==> src/lsu_cluster_pkg.sv <==
package lsu_cluster_pkg;

  ////////////////////////////////////////////////////////////
  // cluster sizing
  ////////////////////////////////////////////////////////////

  localparam int unsigned NUM_LANES  = 4;          // identical load/store lanes
  localparam int unsigned LANE_IDX_W = 2;          // enough bits to name a lane
  localparam int unsigned TAG_W      = 4;          // operation tag width

  // one access in flight per lane at most, so this never overflows
  localparam int unsigned FIFO_DEPTH = NUM_LANES;

  ////////////////////////////////////////////////////////////
  // data types
  ////////////////////////////////////////////////////////////

  typedef logic [31:0]           addr_t;      // byte address
  typedef logic [31:0]           word_t;      // data word
  typedef logic [3:0]            be_t;        // one bit per byte lane
  typedef logic [TAG_W-1:0]      tag_t;       // travels with the op to the result
  typedef logic [LANE_IDX_W-1:0] lane_idx_t;  // lane number, also fifo pointer
  typedef logic [1:0]            size_t;      // access size code

  ////////////////////////////////////////////////////////////
  // access size codes
  ////////////////////////////////////////////////////////////

  localparam size_t SIZE_WORD = 2'd0;
  localparam size_t SIZE_HALF = 2'd1;
  localparam size_t SIZE_BYTE = 2'd2;  // 2'd3 decodes as byte too

endpackage

==> src/lsu_op_if.sv <==
`timescale 1ns/1ns

// dispatcher -> lane: one operation per start pulse
interface lsu_op_if import lsu_cluster_pkg::*; ();

  logic  start;     // single cycle, from a flop in the dispatcher
  logic  we;        // 1 = store
  size_t size;
  logic  sign_ext;  // loads only
  addr_t addr;      // effective address, already summed
  word_t wdata;     // store data in the low bits
  tag_t  tag;
  logic  busy;      // lane level, start cycle through final rvalid

  modport disp (
    output start, we, size, sign_ext, addr, wdata, tag,
    input  busy
  );

  modport lane (
    input  start, we, size, sign_ext, addr, wdata, tag,
    output busy
  );

endinterface

==> src/lsu_port_if.sv <==
`timescale 1ns/1ns

// lane <-> arbiter: memory request side plus completion side
interface lsu_port_if import lsu_cluster_pkg::*; ();

  // memory request, held until gnt
  logic  req;
  addr_t addr;
  logic  we;
  be_t   be;
  word_t wdata;

  // memory response, routed per lane by the arbiter
  logic  gnt;
  logic  rvalid;
  logic  err;
  word_t rdata;

  // completion, combinational with the final rvalid
  logic  done;
  word_t result;
  tag_t  res_tag;
  logic  res_err;

  modport lane (
    output req, addr, we, be, wdata, done, result, res_tag, res_err,
    input  gnt, rvalid, err, rdata
  );

  modport arb (
    input  req, addr, we, be, wdata, done, result, res_tag, res_err,
    output gnt, rvalid, err, rdata
  );

endinterface

==> src/lsu_dispatch.sv <==
`timescale 1ns/1ns

module lsu_dispatch import lsu_cluster_pkg::*; (
  input  logic          clk,
  input  logic          rst_n,
  input  logic          op_valid_i,
  input  logic          op_we_i,
  input  size_t         op_size_i,
  input  logic          op_sign_ext_i,
  input  addr_t         op_base_i,
  input  addr_t         op_offset_i,
  input  word_t         op_wdata_i,
  input  tag_t          op_tag_i,
  output logic          op_ready_o,
  lsu_op_if.disp        lanes [NUM_LANES]
);

  logic [NUM_LANES-1:0] lane_busy;
  logic [NUM_LANES-1:0] lane_free;  // idle and not being kicked this cycle
  logic [NUM_LANES-1:0] start_d;    // one-hot pick, lowest free lane
  logic [NUM_LANES-1:0] start_q;
  logic                 accept;
  addr_t                eff_addr;

  // op fields, shared by all lanes, sampled by whichever lane sees start
  logic  we_q;
  size_t size_q;
  logic  sext_q;
  addr_t addr_q;
  word_t wdata_q;
  tag_t  tag_q;

  assign eff_addr  = op_base_i + op_offset_i;  // agu
  assign lane_free = ~lane_busy & ~start_q;
  assign op_ready_o = |lane_free;
  assign accept    = op_valid_i & op_ready_o;

  // priority pick, lane 0 wins
  always_comb begin
    start_d = '0;
    for (int i = 0; i < NUM_LANES; i++) begin
      if (lane_free[i] && (start_d == '0)) start_d[i] = 1'b1;
    end
  end

  always_ff @(posedge clk or negedge rst_n) begin
    if (!rst_n) begin
      start_q <= '0;
    end else begin
      start_q <= accept ? start_d : '0;  // pulse lasts one cycle
    end
  end

  always_ff @(posedge clk) begin
    if (accept) begin
      we_q    <= op_we_i;
      size_q  <= op_size_i;
      sext_q  <= op_sign_ext_i;
      addr_q  <= eff_addr;
      wdata_q <= op_wdata_i;
      tag_q   <= op_tag_i;
    end
  end

  ////////////////////////////////////////////////////////////
  // fan out to the lane interfaces
  ////////////////////////////////////////////////////////////

  for (genvar g = 0; g < NUM_LANES; g++) begin : g_lane
    assign lanes[g].start    = start_q[g];
    assign lanes[g].we       = we_q;
    assign lanes[g].size     = size_q;
    assign lanes[g].sign_ext = sext_q;
    assign lanes[g].addr     = addr_q;
    assign lanes[g].wdata    = wdata_q;
    assign lanes[g].tag      = tag_q;
    assign lane_busy[g]      = lanes[g].busy;
  end

endmodule

==> src/lsu_lane.sv <==
`timescale 1ns/1ns

module lsu_lane import lsu_cluster_pkg::*; (
  input  logic     clk,
  input  logic     rst_n,
  lsu_op_if.lane   op,
  lsu_port_if.lane port
);

  typedef enum logic [2:0] {
    IDLE, WAIT_GNT_MIS, WAIT_RVALID_MIS, WAIT_GNT, WAIT_RVALID
  } lsu_lane_state_e;

  lsu_lane_state_e state_q, state_d;

  // captured operation
  logic      we_q;
  size_t     size_q;
  logic      sext_q;
  addr_t     addr_q;
  word_t     wdata_q;
  tag_t      tag_q;

  logic      part2_q;      // first half of a split access has returned
  logic      err_q;        // err of the first half
  word_t     rdata_q;      // raw word of the first half
  logic      second_part;  // drive second-half address and enables
  logic      req;
  logic      done;
  logic [1:0] off_q;       // byte offset inside the word
  be_t       be;
  word_t     wdata_rot;
  word_t     rdata_ext;

  // word off a word boundary, or halfword straddling bytes 3 and 4
  function automatic logic is_misaligned(input size_t size, input logic [1:0] off);
    return ((size == SIZE_WORD) && (off != 2'b00)) ||
           ((size == SIZE_HALF) && (off == 2'b11));
  endfunction

  assign off_q = addr_q[1:0];

  always_ff @(posedge clk) begin
    if (op.start) begin
      we_q    <= op.we;
      size_q  <= op.size;
      sext_q  <= op.sign_ext;
      addr_q  <= op.addr;
      wdata_q <= op.wdata;
      tag_q   <= op.tag;
    end
    if ((state_q == WAIT_RVALID_MIS) && port.rvalid) rdata_q <= port.rdata;
  end

  ////////////////////////////////////////////////////////////
  // request fsm
  ////////////////////////////////////////////////////////////

  always_ff @(posedge clk or negedge rst_n) begin
    if (!rst_n) begin
      state_q <= IDLE;
      part2_q <= 1'b0;
      err_q   <= 1'b0;
    end else begin
      state_q <= state_d;
      if (op.start) begin
        part2_q <= 1'b0;
        err_q   <= 1'b0;
      end else if ((state_q == WAIT_RVALID_MIS) && port.rvalid) begin
        part2_q <= 1'b1;
        err_q   <= port.err;  // first half error, or-ed in at the end
      end
    end
  end

  always_comb begin
    state_d = state_q;
    req     = 1'b0;
    done    = 1'b0;
    case (state_q)
      IDLE: begin  // no request yet, req comes the cycle after start
        if (op.start) begin
          state_d = is_misaligned(op.size, op.addr[1:0]) ? WAIT_GNT_MIS : WAIT_GNT;
        end
      end
      WAIT_GNT_MIS: begin
        req = 1'b1;
        if (port.gnt) state_d = WAIT_RVALID_MIS;
      end
      WAIT_RVALID_MIS: begin
        req = port.rvalid;  // second half goes out with first rvalid
        if (port.rvalid) state_d = port.gnt ? WAIT_RVALID : WAIT_GNT;
      end
      WAIT_GNT: begin
        req = 1'b1;
        if (port.gnt) state_d = WAIT_RVALID;
      end
      WAIT_RVALID: begin
        if (port.rvalid) begin
          done    = 1'b1;
          state_d = IDLE;
        end
      end
      default: state_d = IDLE;
    endcase
  end

  assign second_part = (state_q == WAIT_RVALID_MIS) | part2_q;

  ////////////////////////////////////////////////////////////
  // byte enables and store data
  ////////////////////////////////////////////////////////////

  always_comb begin
    case (size_q)
      SIZE_WORD: be = second_part ? ~(4'b1111 << off_q) : (4'b1111 << off_q);
      SIZE_HALF: be = second_part ? 4'b0001 : (4'b0011 << off_q);  // top bit drops off
      default:   be = 4'b0001 << off_q;                           // byte
    endcase
  end

  // rotate left by the offset, same data for both halves
  always_comb begin
    case (off_q)
      2'b00:   wdata_rot = wdata_q;
      2'b01:   wdata_rot = {wdata_q[23:0], wdata_q[31:24]};
      2'b10:   wdata_rot = {wdata_q[15:0], wdata_q[31:16]};
      default: wdata_rot = {wdata_q[7:0],  wdata_q[31:8]};
    endcase
  end

  ////////////////////////////////////////////////////////////
  // load alignment and extension
  ////////////////////////////////////////////////////////////

  always_comb begin
    logic [15:0] half;
    logic [7:0]  byte_v;
    word_t       word_v;
    case (off_q)  // words and halfwords, first half from rdata_q when split
      2'b00: begin
        word_v = port.rdata;
        half   = port.rdata[15:0];
      end
      2'b01: begin
        word_v = {port.rdata[7:0], rdata_q[31:8]};
        half   = port.rdata[23:8];
      end
      2'b10: begin
        word_v = {port.rdata[15:0], rdata_q[31:16]};
        half   = port.rdata[31:16];
      end
      default: begin
        word_v = {port.rdata[23:0], rdata_q[31:24]};
        half   = {port.rdata[7:0], rdata_q[31:24]};
      end
    endcase
    byte_v = port.rdata[{off_q, 3'b000} +: 8];
    case (size_q)
      SIZE_WORD: rdata_ext = word_v;
      SIZE_HALF: rdata_ext = sext_q ? {{16{half[15]}}, half} : {16'h0000, half};
      default:   rdata_ext = sext_q ? {{24{byte_v[7]}}, byte_v} : {24'h00_0000, byte_v};
    endcase
  end

  // memory side
  assign port.req   = req;
  assign port.addr  = second_part ? {addr_q[31:2] + 30'd1, 2'b00} : addr_q;  // next word
  assign port.we    = we_q;
  assign port.be    = be;
  assign port.wdata = wdata_rot;

  // completion side
  assign port.done    = done;
  assign port.result  = rdata_ext;
  assign port.res_tag = tag_q;
  assign port.res_err = port.err | err_q;

  assign op.busy = op.start | (state_q != IDLE);

endmodule

==> src/lsu_mem_arbiter.sv <==
`timescale 1ns/1ns

module lsu_mem_arbiter import lsu_cluster_pkg::*; (
  input  logic      clk,
  input  logic      rst_n,
  lsu_port_if.arb   lanes [NUM_LANES],
  output logic      mem_req_o,
  input  logic      mem_gnt_i,
  output addr_t     mem_addr_o,
  output logic      mem_we_o,
  output be_t       mem_be_o,
  output word_t     mem_wdata_o,
  input  logic      mem_rvalid_i,
  input  logic      mem_err_i,
  input  word_t     mem_rdata_i,
  output logic      res_valid_o,
  output word_t     res_rdata_o,
  output tag_t      res_tag_o,
  output logic      res_err_o
);

  // per-lane views of the interface array
  logic [NUM_LANES-1:0] lane_req, lane_we, lane_done, lane_res_err;
  addr_t                lane_addr   [NUM_LANES];
  be_t                  lane_be     [NUM_LANES];
  word_t                lane_wdata  [NUM_LANES];
  word_t                lane_result [NUM_LANES];
  tag_t                 lane_tag    [NUM_LANES];

  lane_idx_t ptr_q;     // round robin start, one past the last grant
  lane_idx_t sel_rr;    // fresh pick
  lane_idx_t sel_q;     // pick held while stalled
  lane_idx_t sel;
  logic      lock_q;
  logic      push;

  // routing fifo, granted lane indices in grant order
  lane_idx_t fifo_q [FIFO_DEPTH];
  lane_idx_t wr_ptr_q, rd_ptr_q;
  lane_idx_t head;

  ////////////////////////////////////////////////////////////
  // request selection
  ////////////////////////////////////////////////////////////

  always_comb begin
    lane_idx_t idx;
    logic      found;
    sel_rr = ptr_q;
    found  = 1'b0;
    for (int i = 0; i < NUM_LANES; i++) begin
      idx = ptr_q + lane_idx_t'(i);  // wraps
      if (!found && lane_req[idx]) begin
        sel_rr = idx;
        found  = 1'b1;
      end
    end
  end

  assign sel       = lock_q ? sel_q : sel_rr;  // keep addr stable under stall
  assign mem_req_o = lane_req[sel];
  assign push      = mem_req_o & mem_gnt_i;

  assign mem_addr_o  = lane_addr[sel];
  assign mem_we_o    = lane_we[sel];
  assign mem_be_o    = lane_be[sel];
  assign mem_wdata_o = lane_wdata[sel];

  always_ff @(posedge clk or negedge rst_n) begin
    if (!rst_n) begin
      ptr_q    <= '0;
      sel_q    <= '0;
      lock_q   <= 1'b0;
      wr_ptr_q <= '0;
      rd_ptr_q <= '0;
      for (int i = 0; i < FIFO_DEPTH; i++) begin
        fifo_q[i] <= '0;  // head points at an idle lane until the first grant
      end
    end else begin
      lock_q <= mem_req_o & ~mem_gnt_i;
      sel_q  <= sel;
      if (push) begin
        ptr_q            <= sel + lane_idx_t'(1);
        wr_ptr_q         <= wr_ptr_q + lane_idx_t'(1);
        fifo_q[wr_ptr_q] <= sel;
      end
      if (mem_rvalid_i) rd_ptr_q <= rd_ptr_q + lane_idx_t'(1);  // in-order pop
    end
  end

  assign head = fifo_q[rd_ptr_q];

  ////////////////////////////////////////////////////////////
  // response routing and result merge
  ////////////////////////////////////////////////////////////

  for (genvar g = 0; g < NUM_LANES; g++) begin : g_lane
    assign lane_req[g]     = lanes[g].req;
    assign lane_addr[g]    = lanes[g].addr;
    assign lane_we[g]      = lanes[g].we;
    assign lane_be[g]      = lanes[g].be;
    assign lane_wdata[g]   = lanes[g].wdata;
    assign lane_done[g]    = lanes[g].done;
    assign lane_result[g]  = lanes[g].result;
    assign lane_tag[g]     = lanes[g].res_tag;
    assign lane_res_err[g] = lanes[g].res_err;

    assign lanes[g].gnt    = push & (sel == lane_idx_t'(g));
    assign lanes[g].rvalid = mem_rvalid_i & (head == lane_idx_t'(g));
    assign lanes[g].err    = mem_err_i;    // only looked at with rvalid
    assign lanes[g].rdata  = mem_rdata_i;
  end

  // done only rises with that lane's rvalid
  assign res_valid_o = lane_done[head];
  assign res_rdata_o = lane_result[head];
  assign res_tag_o   = lane_tag[head];
  assign res_err_o   = lane_res_err[head];

endmodule

==> src/lsu_cluster_top.sv <==
`timescale 1ns/1ns

module lsu_cluster_top import lsu_cluster_pkg::*; (
  input  logic  clk,
  input  logic  rst_n,
  // execute stage op stream
  input  logic  op_valid_i,
  output logic  op_ready_o,
  input  logic  op_we_i,
  input  size_t op_size_i,
  input  logic  op_sign_ext_i,
  input  addr_t op_base_i,
  input  addr_t op_offset_i,
  input  word_t op_wdata_i,
  input  tag_t  op_tag_i,
  // data memory port
  output logic  mem_req_o,
  input  logic  mem_gnt_i,
  output addr_t mem_addr_o,
  output logic  mem_we_o,
  output be_t   mem_be_o,
  output word_t mem_wdata_o,
  input  logic  mem_rvalid_i,
  input  logic  mem_err_i,
  input  word_t mem_rdata_i,
  // merged completions
  output logic  res_valid_o,
  output word_t res_rdata_o,
  output tag_t  res_tag_o,
  output logic  res_err_o
);

  lsu_op_if   op_if   [NUM_LANES] ();
  lsu_port_if port_if [NUM_LANES] ();

  lsu_dispatch u_dispatch (
    .clk           (clk),
    .rst_n         (rst_n),
    .op_valid_i    (op_valid_i),
    .op_we_i       (op_we_i),
    .op_size_i     (op_size_i),
    .op_sign_ext_i (op_sign_ext_i),
    .op_base_i     (op_base_i),
    .op_offset_i   (op_offset_i),
    .op_wdata_i    (op_wdata_i),
    .op_tag_i      (op_tag_i),
    .op_ready_o    (op_ready_o),
    .lanes         (op_if)
  );

  for (genvar g = 0; g < NUM_LANES; g++) begin : g_lane
    lsu_lane u_lane (
      .clk   (clk),
      .rst_n (rst_n),
      .op    (op_if[g]),
      .port  (port_if[g])
    );
  end

  lsu_mem_arbiter u_arbiter (
    .clk          (clk),
    .rst_n        (rst_n),
    .lanes        (port_if),
    .mem_req_o    (mem_req_o),
    .mem_gnt_i    (mem_gnt_i),
    .mem_addr_o   (mem_addr_o),
    .mem_we_o     (mem_we_o),
    .mem_be_o     (mem_be_o),
    .mem_wdata_o  (mem_wdata_o),
    .mem_rvalid_i (mem_rvalid_i),
    .mem_err_i    (mem_err_i),
    .mem_rdata_i  (mem_rdata_i),
    .res_valid_o  (res_valid_o),
    .res_rdata_o  (res_rdata_o),
    .res_tag_o    (res_tag_o),
    .res_err_o    (res_err_o)
  );

endmodule

==> config.mk <==
export PLATFORM = sky130hd
export DESIGN_NAME = lsu_cluster_top
export DESIGN_NICKNAME = d
export VERILOG_FILES = /design/src/lsu_cluster_pkg.sv /design/src/lsu_op_if.sv /design/src/lsu_port_if.sv /design/src/lsu_dispatch.sv /design/src/lsu_lane.sv /design/src/lsu_mem_arbiter.sv /design/src/lsu_cluster_top.sv
export SDC_FILE = /design/constraint.sdc
export NUM_CORES = 1
export LEC_CHECK = 0
export ABC_AREA = 1
export CAP_MARGIN = 20
export CORE_ASPECT_RATIO = 1.4
export CORE_MARGIN = 3
export CORE_UTILIZATION = 26
export CTS_CLUSTER_SIZE = 28
export DETAILED_ROUTE_END_ITERATION = 7
export DONT_BUFFER_PORTS = 1
export GPL_ROUTABILITY_DRIVEN = 0
export PLACE_DENSITY_LB_ADDON = 0.25
export SLEW_MARGIN = 10
export SYNTH_ARGS = -nofsm -noshare
export SYNTH_HDL_FRONTEND = slang
export SYNTH_SLANG_ARGS = --single-unit
==> constraint.sdc <==
create_clock -name clk -period 9.6 [get_ports clk]
set_clock_uncertainty 0.2 [all_clocks]
set_input_delay 1.92 -clock clk [delete_from_list [all_inputs] [get_ports clk]]
set_output_delay 1.92 -clock clk [all_outputs]
set_load 0.05 [all_outputs]
==> results.sh <==
export IMPL_cts_htree_levels=2
export IMPL_hpwl_um=95600
export IMPL_io_pins=251
export IMPL_die_area_um2=128000
export IMPL_rsz0062_at_grt="false"
export IMPL_synthFlopType="edfxtp_1"
export IMPL_clock_sinks=497
export IMPL_grt_max_degree=60
export IMPL_drc_errors=0
export IMPL_coreArea_um2=123000
export IMPL_vias=30400
export IMPL_routed_via_density=5.76
export IMPL_track_usage=0.216
export IMPL_max_cap_violations=0
export IMPL_period_share=0.821
export IMPL_final_cell_mix="nand2_1, edfxtp_1, o21ai_0"
export IMPL_grt_pass1_wl_um=206000
export IMPL_portBuffers=0
export IMPL_die_y_um=423
export IMPL_cp_max_fo=56
export IMPL_cts_tree="yes"
export IMPL_hold_violations=0
export IMPL_hold_class="reg2reg"
export IMPL_drtIter0Drc=3295
export IMPL_start_kind="flop"
export IMPL_synth_edf_count=456
export IMPL_avgSynthCellArea_um2=8.66
export IMPL_drive_gt1_frac=0.0845
export IMPL_area_growth_pct=11.1
export IMPL_clockRootBuffer="clkbuf_16"
export IMPL_synth_cell_area_um2=32300
export IMPL_slew_limit_headroom=0.204
export IMPL_wl_per_cell_um=27.4
export IMPL_rows=152
export IMPL_power_leakage_nw=12.4
export IMPL_slew_viol_final=0
export IMPL_dp_cells=5158
export IMPL_die_w_um=304
export IMPL_setup_violations=0
export IMPL_ir_drop_v=0.000320
export IMPL_syn_nets=3938
export IMPL_cts_hold_buf=0
export IMPL_power_mw=14.8
export IMPL_worstMarginPinSlew_ps=1190
export IMPL_synthArstFlopShare=0.0825
export IMPL_cp_startpoint="g_lane[3].u_lane.addr_q[0]$_DFFE_PP_"
export IMPL_layoutNonFillerInstCount=5270
export IMPL_r2r_start="u_arbiter.rd_ptr_q[0]$_DFFE_PN0P_"
export IMPL_hold_ws_ps=288
export IMPL_crit_arrival_ps=5760
export IMPL_min_period_ps=7880
export IMPL_fmax_mhz=127
export IMPL_cts_resized=0
export IMPL_ys_seq_elements=497
export IMPL_layout_nets=3814
export IMPL_synth_yosys_seq_area_share=0.456
export IMPL_netlist_instances=3724
export IMPL_mostFrequentLayoutCell="nand2_1"
export IMPL_endpoint_kind="output pin"
export IMPL_path_clk_slew_ps=60
export IMPL_drtAntennaViolNets=0
export IMPL_initial_core_util=0.263
export IMPL_synth_warnings=0
export IMPL_clock_latency_ps=660
export IMPL_routed_wl_um=144000
export IMPL_power_density_nw_per_um2=414
export IMPL_clockBufferDepth=3
export IMPL_cts_buffers=57
export IMPL_dr_pass1_iters=7
export IMPL_antenna_found_initial=9
export IMPL_status="complete, no violations"
export IMPL_setup_tns_ps=0
export IMPL_synth_cell_types=62
export IMPL_path_class="reg2out"
export IMPL_postCtsSetupBuffers=0
export IMPL_worstPathRequired_ps=7480
export IMPL_hp_start="u_arbiter.fifo_q[1]$_DFFE_PN0P_"
export IMPL_grt_pass1_vias=29400
export IMPL_globalRoute_totalOverflow=0
logic make-up after synthesis:
family | after synthesis | share of synthesized area
adders and majority gates | 72 | 0.0282
muxes | 2 | 0.000621
and+or+nand+nor | 1181 | 0.166
DFF | 497 | 0.456
AOI/OAI and AO/OA | 1284 | 0.243
xor gates and xnor gates | 147 | 0.0399
buffers and inverters | 541 | 0.0653
synth_stat cells, types with 38 or more instances:
| cell type | count | area share |
|---|---|---|
| a21oi_1 | 350 | 0.054 |
| a221oi_1 | 69 | 0.019 |
| a22oi_1 | 38 | 0.0088 |
| a31oi_1 | 47 | 0.0091 |
| clkbuf_1 | 226 | 0.026 |
| dfrtp_1 | 41 | 0.032 |
| edfxtp_1 | 456 | 0.42 |
| ha_1 | 71 | 0.028 |
| inv_1 | 236 | 0.027 |
| nand2_1 | 711 | 0.083 |
| nand3_1 | 171 | 0.027 |
| nand4_1 | 82 | 0.016 |
| nor2_1 | 95 | 0.011 |
| o211ai_1 | 233 | 0.054 |
| o21ai_0 | 354 | 0.055 |
| o221ai_1 | 43 | 0.012 |
| o22ai_1 | 85 | 0.016 |
| xnor2_1 | 50 | 0.014 |
| xor2_1 | 97 | 0.026 |
metrics by stage:
stage / setup WS [ps] / cell area (um2) / util
after floorplan: 2930 / 32300 / -
after global placement: 1980 / 34000 / 0.277
after detailed placement: 1970 / 34000 / 0.277
after CTS: 1780 / 35800 / 0.292
after global routing: 1310 / 35800 / 0.292
final: 1720 / 35800 / 0.292
registers in the layout (all words and copies together) (netlist names), 8 cells and up:
name,cells
g_lane.u_lane.port.res_tag,16
g_lane.u_lane.wdata_q,128
g_lane.u_lane.addr_q,128
g_lane.u_lane.state_q,12
g_lane.u_lane.rdata_q,96
u_arbiter.fifo_q,8
g_lane.u_lane.size_q,8
u_dispatch.lanes.wdata,32
u_dispatch.lanes.addr,32
power by group:
group	internal, mW	total, mW	switching [mW]
clock	1.22	2.17	0.953
sequential	3.07	3.59	0.522
combinational	1.74	9.08	7.35
total	6.02	14.8	8.82
routing by layer:
layer | vias to the layer above | global-route usage | part of all wire
li1 | 13400 | - | -
met1 | 14600 | 0.252 | 0.37
met2 | 1850 | 0.360 | 0.47
met3 | 495 | 0.0554 | 0.10
met4 | 2 | 0.119 | 0.062
met5 | - | 0 | 0.000090
cell type report:
cell class	count	area [um2]
Fill cell	13100	87000
Multi-Input combinational cell	2686	15500
Sequential cell	497	14700
Tap cell	1617	2020
Clock buffer	72	1490
Inverter	264	991
Timing Repair Buffer	94	706
Clock inverter	34	342
Antenna cell	6	15.0
worst max-delay path, stage by stage, from the launching register on:
cell	delay (ps)
edfxtp_1	360
buf_4	230
clkinv_1	100
buf_4	250
ha_2	200
buf_4	650
inv_1	620
o21ai_0	480
o22ai_1	170
nor2_1	110
nand2_1	700
o211ai_1	350
nand2_1	90
nand4_1	710
final timing paths:
check / end / slack, ps / cells after the start
min in group asynchronous: g_lane[0].u_lane.state_q[1]$_DFFE_PN0P_ / 760 / 0
hold reg to reg: u_arbiter.fifo_q[1]$_DFFE_PN0P_ / 290 / 2
hold / removal: u_arbiter.fifo_q[1]$_DFFE_PN0P_ / 290 / 2
max in group asynchronous: u_arbiter.fifo_q[2]$_DFFE_PN0P_ / 8310 / 0
setup reg to reg: g_lane[0].u_lane.state_q[1]$_DFFE_PN0P_ / 5060 / 22
setup / recovery: res_rdata_o[29] / 1720 / 13
Power figures use the tool's default switching activity.
